`src/rtl/rv_pkg.sv`:
```
package rv_pkg;

    // Datapath and register index widths
    localparam int xlen           = 32;
    localparam int reg_addr_width = 5;

    // Word-address widths of the two memories
    localparam int imem_awidth = 10;
    localparam int dmem_awidth = 10;

    localparam logic [xlen-1:0] reset_pc = 32'h0000_0000;

    // Any address with bit 31 set lands on the output port
    localparam logic [xlen-1:0] io_base = 32'h8000_0000;

    // ADDI x0, x0, 0
    localparam logic [xlen-1:0] nop_instr = 32'h0000_0013;

    // Major opcodes that the core executes
    typedef enum logic [6:0] {
        opc_op     = 7'b0110011,
        opc_op_imm = 7'b0010011,
        opc_lui    = 7'b0110111,
        opc_jal    = 7'b1101111,
        opc_jalr   = 7'b1100111,
        opc_branch = 7'b1100011,
        opc_load   = 7'b0000011,
        opc_store  = 7'b0100011
    } opcode_t;

    typedef enum logic [3:0] {
        alu_add,
        alu_sub,
        alu_sll,
        alu_slt,
        alu_sltu,
        alu_xor,
        alu_srl,
        alu_sra,
        alu_or,
        alu_and,
        alu_pass_b
    } alu_op_t;

    // Write-back source
    typedef enum logic [1:0] {
        wb_alu,
        wb_mem,
        wb_pc_plus4
    } wb_sel_t;

endpackage

```
`src/rtl/rv_forward.sv`:
```
module rv_forward (
    input  logic [rv_pkg::reg_addr_width-1:0] rs1_id,
    input  logic [rv_pkg::reg_addr_width-1:0] rs2_id,
    input  logic [rv_pkg::reg_addr_width-1:0] rd_x,
    input  logic [rv_pkg::reg_addr_width-1:0] rd_wb,
    input  logic [rv_pkg::reg_addr_width-1:0] rs1_x,
    input  logic [rv_pkg::reg_addr_width-1:0] rs2_x,
    input  logic                              reg_we_x,
    input  logic                              reg_we_wb,
    output logic [1:0]                        fwd_id_a,
    output logic [1:0]                        fwd_id_b,
    output logic                              fwd_x_a,
    output logic                              fwd_x_b
);
    import rv_pkg::*;

    // Writer targets this source, x0 never forwards
    function automatic logic hit(input logic                      we,
                                 input logic [reg_addr_width-1:0] rd,
                                 input logic [reg_addr_width-1:0] rs);
        return we && (rd == rs) && (rs != '0);
    endfunction

    // Decode select 0 regfile, 1 execute, 2 write-back
    assign fwd_id_a = hit(reg_we_x, rd_x, rs1_id)   ? 2'd1 :
                      hit(reg_we_wb, rd_wb, rs1_id) ? 2'd2 : 2'd0;
    assign fwd_id_b = hit(reg_we_x, rd_x, rs2_id)   ? 2'd1 :
                      hit(reg_we_wb, rd_wb, rs2_id) ? 2'd2 : 2'd0;

    // Catches load data that was not ready in decode
    assign fwd_x_a = hit(reg_we_wb, rd_wb, rs1_x);
    assign fwd_x_b = hit(reg_we_wb, rd_wb, rs2_x);

endmodule

```
`config.mk`:
```
export PLATFORM = sky130hd
export DESIGN_NAME = rv_forward
export DESIGN_NICKNAME = d
export VERILOG_FILES = /design/src/rtl/rv_pkg.sv /design/src/rtl/rv_forward.sv
export SDC_FILE = /design/constraint.sdc
export NUM_CORES = 1
export LEC_CHECK = 0
export BUFFER_PORTS_ARGS = -buffer_cell sky130_fd_sc_hd__buf_2
export CORE_AREA = 2 2 39 41
export DETAILED_ROUTE_END_ITERATION = 16
export DIE_AREA = 0 0 41 43
export PLACE_DENSITY = 0.7
export SYNTH_ARGS = -nofsm -noshare
export SYNTH_HDL_FRONTEND = slang
export SYNTH_SLANG_ARGS = --single-unit
```
`constraint.sdc`:
```
create_clock -name vclk -period 3.6
set_input_delay 0.72 -clock vclk [all_inputs]
set_output_delay 0.72 -clock vclk [all_outputs]
set_load 0.01 [all_outputs]
```
==> metrics.csv <==
stage;metric;value;unit
clock_network;cts-resized-gates;0;
finish;final_cells;109;
timing;fmax;0.398;GHz
global_route;grt_pass1_wl;1750;µm
synth;yosysWarnings;0;
finish;seq_cells;0;
timing;hold_viol;0;
synth;ys_seq_area_frac;0;
timing;maxSlewHeadroom;0.736;
timing;totalNegativeSetupSlack;0;ps
power;clkPwrFrac;0;
run;maxCapViolCount;0;
routing;vias_per_cell;5.00;
worst_setup_path;crit_path_start;rs1_id[2];
timing;period_minus_slack;2510;ps
power;powerDensity;110;nW/µm²
synth;syn_area;427;µm²
worst_setup_path;worstSetupEndpointType;output port;
finish;regArea;0;µm²
die;coreArea;1380;µm²
worst_setup_path;crit_fanout;3;
finish;final_common_cell;buf_2;
routing;antenna_left;0;
clock_network;hold_buffers;0;
power;p_int;0.0360;mW
timing;finalSetupViolCount;0;
worst_setup_path;cp-endpoint;fwd_id_a[0];
global_route;gr-total-overflow;0;
global_route;grt_usage;0.134;
power;p_comb_frac;1.000;
hold_path;worstHoldStart;reg_we_wb;
synth;syn_nets;91;
finish;fillerInstances;153;
power;p_leak;0.281;nW
worst_setup_path;crit_type;primary input to output port;
global_route;grt_pass1_vias;471;
finish;clock_buffers;0;
worst_setup_path;worstSetupStartpointType;primary input;
timing;slew_viol_final;0;
routing;first_pass_iters;3;
placement;place_inst;109;
synth;ys_types;14;
power;peakVddDrop;0.0000376;V
placement;dp_hpwl;1080;µm
power;switching_share;0.470;
routing;post-route-drc-count;0;
routing;vias;545;
finish;area_delta_synth_final;44.6;%
die;die_width;41;µm
synth;syn-instance-count;59;
power;p_switching;0.0320;mW
finish;final_cell_mix;buf_2, xnor2_1, xor2_1;
finish;layout-drive-gt1-share;0.409;
worst_setup_path;arrival;1790;ps
power;seq_power_share;0;
status;status;completed;
die;start_util;0.308;
global_route;antenna_found_initial;0;
finish;nets;127;
die;dieArea;1760;µm²
clock_network;cts_setup_buffers;0;
routing;wire_per_inst;11.3;µm
placement;portBuffers;38;
die;die_h;43;µm
routing;wl;1230;µm
die;pin_count;38;
routing;drt_iter0_drc;2;
hold_path;hp-class;primary input to output port;
placement;place.gp.congestion;0.642;
finish;diodes;0;
global_route;grt_start_max_net_pins;7;
timing;hold_ws;1790;ps
die;rows;14;
timing;rsz0062_at_grt;false;
timing;tightest_slew;386;ps
synth;syn_area_per_cell;7.23;µm²
worst_setup_path;critical_path_required;2880;ps
timing;finalCritPeriodShare;0.698;
cell type report:
cell class         count  area [µm²]  area share
repair buffers        38         190       0.308
multi-input cells     55         407       0.659
well taps             16        20.0      0.0325
worst min path at each step:
stage | slack, ps | to | cells past startpoint
floorplan | 1530 | fwd_x_a | 2
global placement | 1790 | fwd_x_b | 4
detailed placement | 1790 | fwd_x_a | 4
CTS | 1790 | fwd_x_a | 4
global route | 1790 | fwd_x_a | 4
finish | 1790 | fwd_x_b | 4
Yosys cell counts:
library cell	number	share of area
xnor2_1	20	0.41
xor2_1	8	0.16
nand2_1	6	0.053
buf_2	4	0.047
nor4_1	3	0.044
a2111oi_0	2	0.041
a211oi_1	2	0.035
and2_1	2	0.029
and3b_1	2	0.041
nand3_1	2	0.023
nand4_1	2	0.029
nor2_1	2	0.018
or3_1	2	0.029
or4_1	2	0.035
critical path, cell delays in order:
cell and delay [ps]:
buf_2 120, or4_1 520, nor2_1 120, and3b_1 180, buf_2 130
cell families after synthesis:
group / count (synthesis) / share of synthesized area
buffers and inverters: 4 / 0.0469
XOR/XNOR: 28 / 0.575
AO/OA/AOI/OAI: 4 / 0.0762
AND/OR/NAND/NOR: 23 / 0.302
metrics by stage:
| stage | total power [mW] | utilization | cell area [µm²] | setup WS (ps) |
|---|---|---|---|---|
| final | 0.0680 | 0.446 | 617 | 1090 |
| after global routing | 0.0755 | 0.446 | 617 | 968 |
| after CTS | 0.0687 | 0.446 | 617 | 1080 |
| after detailed placement | 0.0683 | 0.446 | 617 | 1090 |
| after global placement | 0.0673 | 0.446 | 617 | 1120 |
| after floorplan | 0.0386 | - | 427 | 1120 |
power by group through the flow:
| stage | clock network, mW | logic, mW | registers [mW] |
|---|---|---|---|
| floorplan | 0 | 0.0386 | 0 |
| global placement | 0 | 0.0673 | 0 |
| detailed placement | 0 | 0.0683 | 0 |
| CTS | 0 | 0.0687 | 0 |
| global route | 0 | 0.0755 | 0 |
| finish | 0 | 0.0680 | 0 |
per-layer routing:
layer / vias up / share of wire / global-route usage
met5: - / 0 / 0
met4: 0 / 0 / 0
met3: 0 / 0.099 / 0.00524
met2: 28 / 0.47 / 0.263
met1: 241 / 0.43 / 0.155
li1: 276 / - / -
No activity file was read; power rests on OpenSTA's default activity.
