**src/rtl/rv_pkg.sv**
```systemverilog
package rv_pkg;

    // Datapath and register index widths
    localparam int xlen           = 32;
    localparam int reg_addr_width = 5;

    // Word-address widths of the two memories
    localparam int imem_awidth = 10;
    localparam int dmem_awidth = 10;

    localparam logic [xlen-1:0] reset_pc = 32'h0000_0000;

    // Any address with bit 31 set lands on the output port
    localparam logic [xlen-1:0] io_base = 32'h8000_0000;

    // ADDI x0, x0, 0
    localparam logic [xlen-1:0] nop_instr = 32'h0000_0013;

    // Major opcodes that the core executes
    typedef enum logic [6:0] {
        opc_op     = 7'b0110011,
        opc_op_imm = 7'b0010011,
        opc_lui    = 7'b0110111,
        opc_jal    = 7'b1101111,
        opc_jalr   = 7'b1100111,
        opc_branch = 7'b1100011,
        opc_load   = 7'b0000011,
        opc_store  = 7'b0100011
    } opcode_t;

    typedef enum logic [3:0] {
        alu_add,
        alu_sub,
        alu_sll,
        alu_slt,
        alu_sltu,
        alu_xor,
        alu_srl,
        alu_sra,
        alu_or,
        alu_and,
        alu_pass_b
    } alu_op_t;

    // Write-back source
    typedef enum logic [1:0] {
        wb_alu,
        wb_mem,
        wb_pc_plus4
    } wb_sel_t;

endpackage

```
**src/rtl/rv_alu.sv**
```systemverilog
module rv_alu (
    input  logic [rv_pkg::xlen-1:0] a,
    input  logic [rv_pkg::xlen-1:0] b,
    input  rv_pkg::alu_op_t         op,
    input  logic [2:0]              funct3,
    output logic [rv_pkg::xlen-1:0] result,
    output logic                    branch_taken
);
    import rv_pkg::*;

    logic [4:0] shamt;
    logic       eq;
    logic       lt_s;
    logic       lt_u;

    assign shamt = b[4:0];
    assign eq    = (a == b);
    assign lt_s  = ($signed(a) < $signed(b));
    assign lt_u  = (a < b);

    always_comb begin
        case (op)
            alu_add:  result = a + b;
            alu_sub:  result = a - b;
            alu_sll:  result = a << shamt;
            alu_slt:  result = xlen'(lt_s);
            alu_sltu: result = xlen'(lt_u);
            alu_xor:  result = a ^ b;
            alu_srl:  result = a >> shamt;
            alu_sra:  result = $signed(a) >>> shamt;
            alu_or:   result = a | b;
            alu_and:  result = a & b;
            default:  result = b;
        endcase
    end

    // Branch condition by funct3
    always_comb begin
        case (funct3)
            3'b000:  branch_taken = eq;
            3'b001:  branch_taken = !eq;
            3'b100:  branch_taken = lt_s;
            3'b101:  branch_taken = !lt_s;
            3'b110:  branch_taken = lt_u;
            3'b111:  branch_taken = !lt_u;
            default: branch_taken = 1'b0;
        endcase
    end

endmodule

```
**config.mk**
```make
export PLATFORM = sky130hd
export DESIGN_NAME = rv_alu
export DESIGN_NICKNAME = d
export VERILOG_FILES = /design/src/rtl/rv_pkg.sv /design/src/rtl/rv_alu.sv
export SDC_FILE = /design/constraint.sdc
export NUM_CORES = 1
export LEC_CHECK = 0
export BUFFER_PORTS_ARGS = -buffer_cell sky130_fd_sc_hd__buf_4
export CAP_MARGIN = 20
export CORE_MARGIN = 1.5
export CORE_UTILIZATION = 46
export DETAILED_ROUTE_END_ITERATION = 10
export GPL_TIMING_DRIVEN = 0
export PLACE_DENSITY_LB_ADDON = 0.08
export SETUP_SLACK_MARGIN = 0.5
export SYNTH_ARGS = -nofsm -noshare
export SYNTH_HDL_FRONTEND = slang
export SYNTH_SLANG_ARGS = --single-unit
```
**constraint.sdc**
```tcl
create_clock -name vclk -period 4.67
set_input_delay 0 -clock vclk [all_inputs]
set_output_delay 0 -clock vclk [all_outputs]
set_load 0.02 [all_outputs]
```
==> metrics <==
setup tns final=0 ns; Place WS=-1.11 ns; Slew Limit Fails=0; post-synthesis sequential area ratio=0%; core area=18600 sq um; VDD IR max=62.8 uV; seq_cells=0; Storage cell area=0 sq um; Peak Freq=0.243 GHz; layout cells sized above 1=13.9%; port bufs=101; wire length per cell=28.6 um; synth warn=0; switching pwr=0.943 mW; Die Y=140 um; IO Count=104; diode count=0; largest net degree at the start of global routing=13; P per Cell Area=145 nW/um^2; post-layout util=53.1%; Clk pwr share=0%; drc violations=0; Syn Nets=1515; Gate power share=100.0%; final wirelength=48200 um; final setup fails=0; first-pass GRT wire length=69900 um; element type at the critical path start=primary input; worst setup margin=0.561 ns; initial core utilization=46.7%; unrepaired setup endpoints after global routing=yes; Vias per Instance=7.18; CP Max Fanout=12; slowest cell on the critical path=a311oi_2; drt pass-1 iters=5; Pint=0.486 mW; # clk buffers=0; P_leak=4.28 nW; CP dominant cell by count=buf_4; outcome=complete, no violations; cell breakdown of the critical path=buf_4 > inv_2 > buf_2 > clkbuf_4 > buf_4 > ha_1 > nor2_1 > o311ai_4 > o2111ai_1 > nand3_1 > a311oi_2 > o21ai_2 > nand3b_1 > a221oi_2 > xnor2_1 > a211oi_1 > buf_4; Switching Fraction=66.0%; initial DRC count=1566; crit path DAT=4.11 ns; most common cell after layout, fill and taps aside=nor2_1; CP Capture Type=output pin; vias=12088; Crit Path Category=primary input to output pin; Final HPWL DP=38600 um; Slew HR=17.1%; synth unique cells=84; Overflow after GRT=0; Synth Area per Inst=6.45 sq um; Final period util=88.0%; leading cell types in the layout, fill and taps excluded=nor2_1, a21oi_1, nand2_1, buf_4, ha_1; WHS=0.315 ns; post-route ant nets=0; vias in the first global route=10980; Least-Margin Pin Slew=1.24 ns; Hold Crit Class=primary input to output pin; Critical Path Max Stage Delay=0.59 ns; Tmin final=4.11 ns; synth-to-layout area growth=13.7%; initial antenna violation count=0; sequential power share=0%; Mapped Area=8670 sq um; final net count=1622; DIE AREA=19700 sq um; Gate Count Post-Synth=1345; max-cap violations=0; required time of the critical path=4.67 ns; Hold Fails Final Rpt=0; Die Wd=140 um; GRT Overall Usage=47.0%; gpl congestion=1.05; FP Rows=50
## cells by family after synthesis
logic type / after synthesis / share of synthesized area [%]
compound gates: 515 / 39.0
simple gates: 398 / 20.1
buf+inv: 209 / 9.29
fa+ha+maj: 99 / 14.5
mux: 98 / 14.5
xor+xnor: 26 / 2.63
## critical path: cells and delay by family
family                     cells  cell delay (ns)
AOI/OAI and AO/OA              6             1.56
adders and majority gates      1             0.34
and+or+nand+nor                3             0.65
buffers and inverters          6             1.39
xor gates and xnor gates       1             0.15
## metal layers
| layer | global-route usage [%] | part of all wire, % | vias up |
|---|---|---|---|
| li1 | - | - | 5172 |
| met3 | 11.3 | 15 | 256 |
| met5 | 0 | 0 | - |
| met4 | 27.6 | 7.3 | 0 |
| met1 | 62.5 | 37 | 5564 |
| met2 | 68.7 | 41 | 1096 |
## path summary, 6_finish.rpt
check | start | to | slack, ns | cells past startpoint
worst min-delay path | funct3[1] | branch_taken | 0.32 | 3
worst max-delay path | b[1] | result[31] | 0.56 | 17
## through the flow
| stage | power, mW | instance area [sq um] | std cells |
|---|---|---|---|
| 2_1_floorplan | 0.844 | 8670 | 1345 |
| 3_3_place_gp | 1.33 | 9720 | 1680 |
| 3_5_place_dp | 1.33 | 9740 | 1682 |
| 4_1_cts | 1.34 | 9800 | 1682 |
| 5_1_grt | 1.49 | 9860 | 1684 |
| 6_report | 1.43 | 9860 | 1684 |
## power groups by stage
stage               combinational [mW]  clock [mW]  sequential (mW)
global placement                  1.33           0                0
global route                      1.49           0                0
floorplan                        0.844           0                0
finish                            1.43           0                0
detailed placement                1.33           0                0
CTS                               1.34           0                0
## cell usage after synthesis (all sizes together), types with 14 or more instances
cell type,number,area share [%]
nor2,158,6.8
a21oi,154,8.9
nand2,125,5.4
o21ai,123,7.1
inv,103,4.5
ha,97,14
clkbuf,80,3.5
mux2i,67,7.7
a211oi,33,2.9
nor3,31,1.8
buf,25,1.3
xnor2,24,2.4
nand3,23,1.3
o211ai,22,1.9
a221oi,21,2.1
mux4,21,5.5
a21o,18,1.6
a22oi,14,1.2
## repair_timing
| action | in CTS | in global routing |
|---|---|---|
| resized for setup | 18 | 17 |
| hold buffers | 0 | 0 |
| pin swaps | 0 | 2 |
| endpoints found under the setup margin | 27 | 8 |
| buffers inserted | 0 | 2 |
## cell type report
| class | count | area [sq um] |
|---|---|---|
| fill | 1927 | 8720 |
| multi-input combinational | 1136 | 7950 |
| timing repair buffer | 105 | 785 |
| buffer | 105 | 440 |
| inverter | 104 | 397 |
| tap | 234 | 293 |
Note: power is estimated with default switching activity, not from simulation.
