--- src/rtl/rv_pkg.sv ---
package rv_pkg;

    // Datapath and register index widths
    localparam int xlen           = 32;
    localparam int reg_addr_width = 5;

    // Word-address widths of the two memories
    localparam int imem_awidth = 10;
    localparam int dmem_awidth = 10;

    localparam logic [xlen-1:0] reset_pc = 32'h0000_0000;

    // Any address with bit 31 set lands on the output port
    localparam logic [xlen-1:0] io_base = 32'h8000_0000;

    // ADDI x0, x0, 0
    localparam logic [xlen-1:0] nop_instr = 32'h0000_0013;

    // Major opcodes that the core executes
    typedef enum logic [6:0] {
        opc_op     = 7'b0110011,
        opc_op_imm = 7'b0010011,
        opc_lui    = 7'b0110111,
        opc_jal    = 7'b1101111,
        opc_jalr   = 7'b1100111,
        opc_branch = 7'b1100011,
        opc_load   = 7'b0000011,
        opc_store  = 7'b0100011
    } opcode_t;

    typedef enum logic [3:0] {
        alu_add,
        alu_sub,
        alu_sll,
        alu_slt,
        alu_sltu,
        alu_xor,
        alu_srl,
        alu_sra,
        alu_or,
        alu_and,
        alu_pass_b
    } alu_op_t;

    // Write-back source
    typedef enum logic [1:0] {
        wb_alu,
        wb_mem,
        wb_pc_plus4
    } wb_sel_t;

endpackage

--- src/rtl/rv_regfile.sv ---
module rv_regfile (
    input  logic                              clk,
    input  logic [rv_pkg::reg_addr_width-1:0] ra1,
    input  logic [rv_pkg::reg_addr_width-1:0] ra2,
    output logic [rv_pkg::xlen-1:0]           rd1,
    output logic [rv_pkg::xlen-1:0]           rd2,
    input  logic [rv_pkg::reg_addr_width-1:0] wa,
    input  logic [rv_pkg::xlen-1:0]           wd,
    input  logic                              we
);
    import rv_pkg::*;

    logic [xlen-1:0] regs [2**reg_addr_width];

    // Entry 0 is never written
    always_ff @(posedge clk) begin
        if (we && (wa != '0)) begin
            regs[wa] <= wd;
        end
    end

    // x0 reads as zero
    assign rd1 = (ra1 == '0) ? '0 : regs[ra1];
    assign rd2 = (ra2 == '0) ? '0 : regs[ra2];

endmodule

--- config.mk ---
export PLATFORM = sky130hd
export DESIGN_NAME = rv_regfile
export DESIGN_NICKNAME = d
export VERILOG_FILES = /design/src/rtl/rv_pkg.sv /design/src/rtl/rv_regfile.sv
export SDC_FILE = /design/constraint.sdc
export NUM_CORES = 1
export LEC_CHECK = 0
export ABC_CLOCK_PERIOD_IN_PS = 5700
export BUFFER_PORTS_ARGS = -buffer_cell sky130_fd_sc_hd__buf_2
export CORE_ASPECT_RATIO = 1.75
export CORE_MARGIN = 2
export CORE_UTILIZATION = 51
export CTS_CLUSTER_DIAMETER = 150
export DETAILED_ROUTE_END_ITERATION = 6
export PLACE_DENSITY = 0.73
export SLEW_MARGIN = 20
export SYNTH_ARGS = -nofsm -noshare
export SYNTH_HDL_FRONTEND = slang
export SYNTH_SLANG_ARGS = --single-unit
--- constraint.sdc ---
create_clock -name clk -period 5.7 [get_ports clk]
set_clock_uncertainty 0.05 [all_clocks]
set_input_delay 0.57 -clock clk [delete_from_list [all_inputs] [get_ports clk]]
set_output_delay 0.57 -clock clk [all_outputs]
set_load 0.005 [all_outputs]
==> load_flow_metrics.sql <==
INSERT INTO impl_metrics (metric_group, metric, value, unit) VALUES
('yosys', 'yosys.area_share.simple', '2.167', '%'),
('yosys', 'top_cell_type_by_total_area_after_synthesis', 'edfxtp_1', ''),
('worst_setup_path', 'timing.critical_path.arrival', '3680', 'ps'),
('power_and_ir_drop', 'power.share.combinational', '9.0', '%'),
('floorplan', 'floorplan.die.height', '409.5', 'um'),
('drt', 'number_of_iterations_in_the_first_detailed_routing_pass', '7', ''),
('clock_tree', 'cts_root_buffer', 'clkbuf_16', ''),
('drt', 'drc_errors', '0', ''),
('worst_setup_path', 'crit_slowest_cell', 'clkinv_2', ''),
('yosys', 'synth_compound_area_share', '6.085', '%'),
('layout', 'final_area', '0.05300', 'mm2'),
('yosys', 'gate_count_post_synth', '2564', ''),
('layout', 'fillCellCount', '6822', ''),
('layout', 'layout-area-overhead-vs-synth', '10.57', '%'),
('clock_tree', 'cts_sinks', '1024', ''),
('clock_tree', 'ctsHtreeMaxLevel', '3', ''),
('layout', 'final_layout_size_suffix_gt1_share', '27.84', '%'),
('worst_setup_path', 'path_cells', 'buf_6, clkinv_2, buf_4, mux2_2, o21ai_0, a311oi_1, buf_2', ''),
('hold_path', 'min-delay-start', 'wd[2]', ''),
('worst_setup_path', 'setup.worst_path.class', 'primary input to primary output', ''),
('outcome', 'outcome', 'complete, no violations', ''),
('layout', 'most_common_cell_after_layout_fill_and_taps_aside', 'edfxtp_1', ''),
('layout', 'number_of_standard_cells_in_the_layout_taps_in_and_fillers_out', '3939', ''),
('sta', 'timing_hold_violations_final', '0', ''),
('yosys', 'synth.yosys.seq_area_share', '64.16', '%'),
('power_and_ir_drop', 'clock_power_share', '37.7', '%'),
('floorplan', 'io-pin-count', '113', ''),
('sta', 'hold_ws', '335.7', 'ps'),
('placement', 'post-place-cells', '3783', ''),
('clock_tree', 'clkTransAtPathRegs', '60', 'ps'),
('worst_setup_path', 'critPathLaunch', 'ra1[0]', ''),
('worst_setup_path', 'crit_path_max_incr_delay', '740', 'ps'),
('placement', 'place.port_buffers', '112', ''),
('yosys', 'netlist-cell-type-count', '38', ''),
('worst_setup_path', 'cp_data_required_time', '5080', 'ps'),
('sta', 'final.min_clock_period', '4303', 'ps'),
('worst_setup_path', 'endpoint_kind_of_the_worst_setup_timing_path', 'primary output', ''),
('run', 'drv.max_cap_violation_count', '0', ''),
('power_and_ir_drop', 'power.sequential.fraction', '53.2', '%'),
('global_route', 'gr-total-overflow', '0', ''),
('yosys', 'synth_area_leaders', 'edfxtp_1 (64%), mux4_2 (14%), mux2i_1 (6.7%)', ''),
('yosys', 'share_of_the_synthesized_area_in_the_top_cell_type', '64.16', '%'),
('layout', 'largest_registers', 'regs: 1024 flops', ''),
('placement', 'detailed_place_hpwl', '87270', 'um'),
('worst_setup_path', 'kind_of_cell_adding_the_most_delay_to_the_critical_path', 'buffers and inverters', ''),
('power_and_ir_drop', 'p_leak', '17.31', 'nW'),
('layout', 'layout_common_cells', 'edfxtp_1 (1024), mux2i_1 (320), mux4_2 (298), buf_2 (105), clkbuf_16 (86)', ''),
('clock_tree', 'cts_hold_repair.buffers', '0', ''),
('clock_tree', 'cts-root-to-sink-buffers', '3', ''),
('yosys', 'async_flop_share', '0', '%'),
('global_route', 'first_pass_grt_wire_length', '211800', 'um'),
('hold_path', 'hold_class', 'primary input to flop', ''),
('yosys', 'post_synth_mux_area_share', '25.15', '%'),
('clock_tree', 'cts-buffers-inserted', '84', ''),
('drt', 'first_iter_violations', '4492', ''),
('yosys', 'parity_gate_share_of_the_synthesized_area_counting_xor_and_xnor_cells', '0', '%'),
('power_and_ir_drop', 'cellPowerDensity', '299.5', 'mW/mm2'),
('global_route', 'grt_start_max_net_pins', '115', ''),
('power_and_ir_drop', 'cell_internal_pwr', '12.26', 'mW'),
('sta', 'rsz0062_at_grt', 'no', ''),
('sta', 'setup_viol_count_final', '0', ''),
('sta', 'final_max_slew_viol_count', '0', ''),
('floorplan', 'die_area', '0.09655', 'mm2'),
('drt', 'detail_route.vias_per_cell', '7.414', ''),
('worst_setup_path', 'cp_max_fo', '50', ''),
('drt', 'final_antenna_net_count', '0', ''),
('yosys', 'main_combinational_cell_family_by_area_after_synthesis', 'multiplexers', ''),
('sta', 'slew_headroom', '16.53', '%'),
('drt', 'finalWirelength', '150700', 'um'),
('floorplan', 'floorplan.initialDensity', '51.46', '%'),
('placement', 'place_worst_setup_slack', '1353', 'ps');
-- path summary, 6_finish.rpt --
path	endpoint	slack, ps	cells past startpoint
setup / recovery	rd1[31]	1400	7
hold / removal	regs[30][2]	340	1
-- layout make-up --
class                   count  area, um2  area share, %
multi-input cells        1353      16420          30.99
repair buffers            206       1538          2.902
flip-flops and latches   1024      30750          58.02
well taps                1200       1501          2.833
diodes                      2      5.005       0.009444
clock buffers              97       2193          4.139
inverters                   2      8.758        0.01653
clock inverters            55      575.6          1.086
-- cells by family (layout without fill, tap and decap cells) --
group / Yosys count / count (layout)
AOI/OAI and AO/OA: 375 / 375
buffers and inverters: 218 / 360
DFF: 1024 / 1024
muxes: 736 / 736
other: 1 / 34
and+or+nand+nor: 210 / 210
-- routing by layer --
layer / global-route usage [%] / wire [um]
met1: 36.76 / 49150
met2: 51.61 / 73960
met3: 6.940 / 17160
met4: 19.58 / 10380
met5: 0 / 52
-- cells in the mapped netlist, drive strengths merged (32+ instances only) --
cell type  number
buf           117
o21ai          55
a21oi          32
mux4          352
mux2           64
o221ai         64
a311oi         32
a22oi          64
clkbuf         99
nor2b          37
edfxtp       1024
a211oi         64
nand4          32
nor2           37
mux2i         320
nand2          83
a221oi         55
-- power groups by stage --
stage          clock network, mW  logic [mW]  registers (mW)
3_3_place_gp                   0        1.38            8.59
6_report                    5.99        1.44            8.44
2_1_floorplan                  0       0.868            8.59
5_1_grt                     6.26        1.49            8.45
3_5_place_dp                   0        1.41            8.61
4_1_cts                     6.00        1.42            8.44
No activity file was read; power rests on OpenSTA's default activity.
