<file path="config.mk">
export PLATFORM = sky130hd
export DESIGN_NAME = rv_decode
export DESIGN_NICKNAME = d
export VERILOG_FILES = /design/src/rtl/rv_pkg.sv /design/src/rtl/rv_decode.sv
export SDC_FILE = /design/constraint.sdc
export NUM_CORES = 1
export LEC_CHECK = 0
export ABC_AREA = 1
export BUFFER_PORTS_ARGS = -buffer_cell sky130_fd_sc_hd__buf_2
export CAP_MARGIN = 40
export CORE_MARGIN = 2
export CORE_UTILIZATION = 39
export DETAILED_ROUTE_END_ITERATION = 16
export PLACE_DENSITY = 0.95
export SLEW_MARGIN = 30
export SYNTH_ARGS = -nofsm -noshare
export SYNTH_HDL_FRONTEND = slang
export SYNTH_SLANG_ARGS = --single-unit
</file>
<file path="constraint.sdc">
create_clock -name vclk -period 3.9
set_clock_uncertainty 0.15 [all_clocks]
set_input_delay 0.78 -clock vclk [all_inputs]
set_output_delay 0.78 -clock vclk [all_outputs]
set_load 0.1 [all_outputs]
</file>
<file path="src/rtl/rv_pkg.sv">
package rv_pkg;

    // Datapath and register index widths
    localparam int xlen           = 32;
    localparam int reg_addr_width = 5;

    // Word-address widths of the two memories
    localparam int imem_awidth = 10;
    localparam int dmem_awidth = 10;

    localparam logic [xlen-1:0] reset_pc = 32'h0000_0000;

    // Any address with bit 31 set lands on the output port
    localparam logic [xlen-1:0] io_base = 32'h8000_0000;

    // ADDI x0, x0, 0
    localparam logic [xlen-1:0] nop_instr = 32'h0000_0013;

    // Major opcodes that the core executes
    typedef enum logic [6:0] {
        opc_op     = 7'b0110011,
        opc_op_imm = 7'b0010011,
        opc_lui    = 7'b0110111,
        opc_jal    = 7'b1101111,
        opc_jalr   = 7'b1100111,
        opc_branch = 7'b1100011,
        opc_load   = 7'b0000011,
        opc_store  = 7'b0100011
    } opcode_t;

    typedef enum logic [3:0] {
        alu_add,
        alu_sub,
        alu_sll,
        alu_slt,
        alu_sltu,
        alu_xor,
        alu_srl,
        alu_sra,
        alu_or,
        alu_and,
        alu_pass_b
    } alu_op_t;

    // Write-back source
    typedef enum logic [1:0] {
        wb_alu,
        wb_mem,
        wb_pc_plus4
    } wb_sel_t;

endpackage

</file>
<file path="src/rtl/rv_decode.sv">
module rv_decode (
    input  logic [rv_pkg::xlen-1:0] instr,
    output rv_pkg::alu_op_t         alu_op,
    output logic                    a_sel_pc,
    output logic                    b_sel_imm,
    output logic                    reg_we,
    output logic                    is_load,
    output logic                    is_store,
    output logic                    is_branch,
    output logic                    is_jal,
    output logic                    is_jalr,
    output rv_pkg::wb_sel_t         wb_sel,
    output logic [rv_pkg::xlen-1:0] imm
);
    import rv_pkg::*;

    logic [2:0]      funct3;
    logic [xlen-1:0] imm_i;
    logic [xlen-1:0] imm_s;
    logic [xlen-1:0] imm_b;
    logic [xlen-1:0] imm_u;
    logic [xlen-1:0] imm_j;
    alu_op_t         arith_op;

    assign funct3 = instr[14:12];

    // Immediate formats
    assign imm_i = {{20{instr[31]}}, instr[31:20]};
    assign imm_s = {{20{instr[31]}}, instr[31:25], instr[11:7]};
    assign imm_b = {{19{instr[31]}}, instr[31], instr[7], instr[30:25], instr[11:8], 1'b0};
    assign imm_u = {instr[31:12], 12'b0};
    assign imm_j = {{11{instr[31]}}, instr[31], instr[19:12], instr[20], instr[30:21], 1'b0};

    // ALU op shared by OP and OP-IMM
    // instr[5] tells the register form apart, SUB exists only there
    always_comb begin
        case (funct3)
            3'b000:  arith_op = (instr[30] && instr[5]) ? alu_sub : alu_add;
            3'b001:  arith_op = alu_sll;
            3'b010:  arith_op = alu_slt;
            3'b011:  arith_op = alu_sltu;
            3'b100:  arith_op = alu_xor;
            3'b101:  arith_op = instr[30] ? alu_sra : alu_srl;
            3'b110:  arith_op = alu_or;
            default: arith_op = alu_and;
        endcase
    end

    always_comb begin
        // Everything inactive, unknown opcodes end up as a bubble
        alu_op    = alu_add;
        a_sel_pc  = 1'b0;
        b_sel_imm = 1'b0;
        reg_we    = 1'b0;
        is_load   = 1'b0;
        is_store  = 1'b0;
        is_branch = 1'b0;
        is_jal    = 1'b0;
        is_jalr   = 1'b0;
        wb_sel    = wb_alu;
        imm       = imm_i;
        case (opcode_t'(instr[6:0]))
            opc_op: begin
                alu_op = arith_op;
                reg_we = 1'b1;
            end
            opc_op_imm: begin
                alu_op    = arith_op;
                b_sel_imm = 1'b1;
                reg_we    = 1'b1;
            end
            opc_lui: begin
                alu_op    = alu_pass_b;
                b_sel_imm = 1'b1;
                reg_we    = 1'b1;
                imm       = imm_u;
            end
            opc_jal: begin
                a_sel_pc  = 1'b1;
                b_sel_imm = 1'b1;
                reg_we    = 1'b1;
                is_jal    = 1'b1;
                wb_sel    = wb_pc_plus4;
                imm       = imm_j;
            end
            opc_jalr: begin
                b_sel_imm = 1'b1;
                reg_we    = 1'b1;
                is_jalr   = 1'b1;
                wb_sel    = wb_pc_plus4;
            end
            opc_branch: begin
                is_branch = 1'b1;
                imm       = imm_b;
            end
            opc_load: begin
                // Word access only
                if (funct3 == 3'b010) begin
                    b_sel_imm = 1'b1;
                    reg_we    = 1'b1;
                    is_load   = 1'b1;
                    wb_sel    = wb_mem;
                end
            end
            opc_store: begin
                if (funct3 == 3'b010) begin
                    b_sel_imm = 1'b1;
                    is_store  = 1'b1;
                    imm       = imm_s;
                end
            end
            default: begin
            end
        endcase
    end

endmodule

</file>
==> flow_summary.ini <==
[cells_and_area]
fillerInstances = 181
finalNetCount = 269
layout-area-overhead-vs-synth_pct = 59.9
drive_gt1_share_pct = 39.1
multi_input_area_um2 = 593
antennaDiodeCount = 0
postLayoutCoreUtil_pct = 65.3
seqCellArea_um2 = 0
seq_cells = 0
clkbuf_count = 0

[route]
vias = 1204
wl_per_cell_um = 9.65
drtIter0Drc = 25
firstDrtPassIters = 5
finalWirelength_mm = 2.51
routed_via_density = 4.63
antenna_left = 0
drc = 0

[yosys]
ys_top_cells_by_area = nand2_1 (37%), inv_1 (13%), nor2_1 (12%)
synth.net_count = 193
syn_area_um2 = 698
ys_types = 16
netlist.area_leader.share_pct = 37.1
ys_warn_count = 0
yosysTopAreaCell = nand2_1
syn_inst = 161
yosysSeqAreaShare_pct = 0
postSynthAreaPerCell_um2 = 4.34

[power_and_ir_drop]
ir_drop_mv = 0.124
power.leakage_nw = 0.748
p_per_area_nw_per_um2 = 208

[setup_path]
setup.worst_path.end_class = output pin
cp_data_arrival_time_ps = 2360
critPathKind = in -> out
critPathMaxFanout = 15
crit_buf_inv = 4
critPathTopFamily = simple AND/OR/NAND/NOR gates
cp_slowest_cell = nor2_4
cpMostUsedCell = buf_2
slowest_delay_ps = 350
worstPathRequired_ps = 2970
crit_path_cell_trace = buf_2 > inv_1 > nand3_2 > nor2_4 > inv_2 > nand2_1 > o21ai_0 > buf_2
start_kind = input pin
path_depth = 8

[hold_path]
min_path_type = in -> out
whs_path_depth = 2

[floorplan]
fp.dieH_um = 46.3
num_rows = 15
core-area_um2 = 1710
die_w_um = 46.3
die-area_um2 = 2140
io_pins = 78
start_util_pct = 40.9

[global_routing]
antenna_found_initial = 0
grt_pass1_vias = 895
grt_max_degree = 16
grt-ovfl-total = 0
grt_pass1_wl_mm = 3.49
track_usage_pct = 21.0

[placed_design]
numPortBuffers = 78
dp_hpwl_mm = 2.12
gp_congestion = 0.821
dp_slack_ps = 625

[timing]
slew_viol_final = 0
worstMarginPinSlew_ps = 526
period_share_pct = 84.4
max_slew_margin_pct = 64.6
fin_hold_ws_ps = 1850
fmax_ghz = 0.304
rsz0062_at_grt = false
hold_viol = 0
setup_violations = 0
layout_setup_ws_ps = 610
min_period_ps = 3290

[clock_tree]
cts_resized = 0
post_cts_buffers = 0
hold_buffers = 0

[outcome]
status = finished clean

[job]
cap_violations = 0
## report_power, final
part / leakage (nW) / internal, mW / switching [mW]
sequential: 0 / 0 / 0
combinational: 0.748 / 0.0373 / 0.195
clock: 0 / 0 / 0
## kinds of logic after synthesis
family          share of synthesized area, %
simple gates                            68.3
compound gates                          13.3
buf+inv                                 18.5
## cell usage in the layout (no fill, tap or decap)
master	Yosys	layout
o21ai_0	14	11
inv_1	24	24
nor2_2	1	2
nand3b_1	2	2
inv_2	3	3
o211ai_1	1	1
nor3_2	0	2
nand2_1	69	69
nor2_1	22	21
a21oi_1	3	3
nand2_4	1	1
nor2_4	2	2
o21ai_2	0	3
nor3_1	3	1
nand3_2	1	1
buf_2	1	78
nand3_1	11	11
## through the flow
step | instances | setup TNS, ps | power, mW | area [µm²]
after global placement | 260 | 0 | 0.230 | 1120
after global routing | 260 | 0 | 0.242 | 1120
after floorplan | 161 | -3860 | 0.187 | 722
final | 260 | 0 | 0.232 | 1120
after CTS | 260 | 0 | 0.232 | 1120
after detailed placement | 260 | 0 | 0.232 | 1120
## cell usage after synthesis, drive strengths merged
| master | instances |
|---|---|
| nand3b | 2 |
| nor2 | 25 |
| inv | 27 |
| nor3 | 3 |
| nand3 | 12 |
| a21oi | 3 |
| buf | 4 |
| nand2 | 70 |
| o211ai | 1 |
| o21ai | 14 |
## worst paths after layout
kind              slack [ps]  startpoint      end
setup / recovery         610    instr[6]  imm[28]
hold / removal          1850   instr[31]  imm[31]
## cell type report
type / instances / share of cell area [%]
multi-input cells: 130 / 53.1
well taps: 25 / 2.80
inverters: 27 / 9.08
repair buffers: 78 / 35.0
## per-layer routing
| metal | part of all wire, % | track usage [%] |
|---|---|---|
| met1 | 41 | 26.2 |
| met2 | 51 | 40.6 |
| met3 | 8.0 | 1.18 |
| met4 | 0 | 1.14 |
| met5 | 0 | 0 |
(Power assumes the default switching activity.)
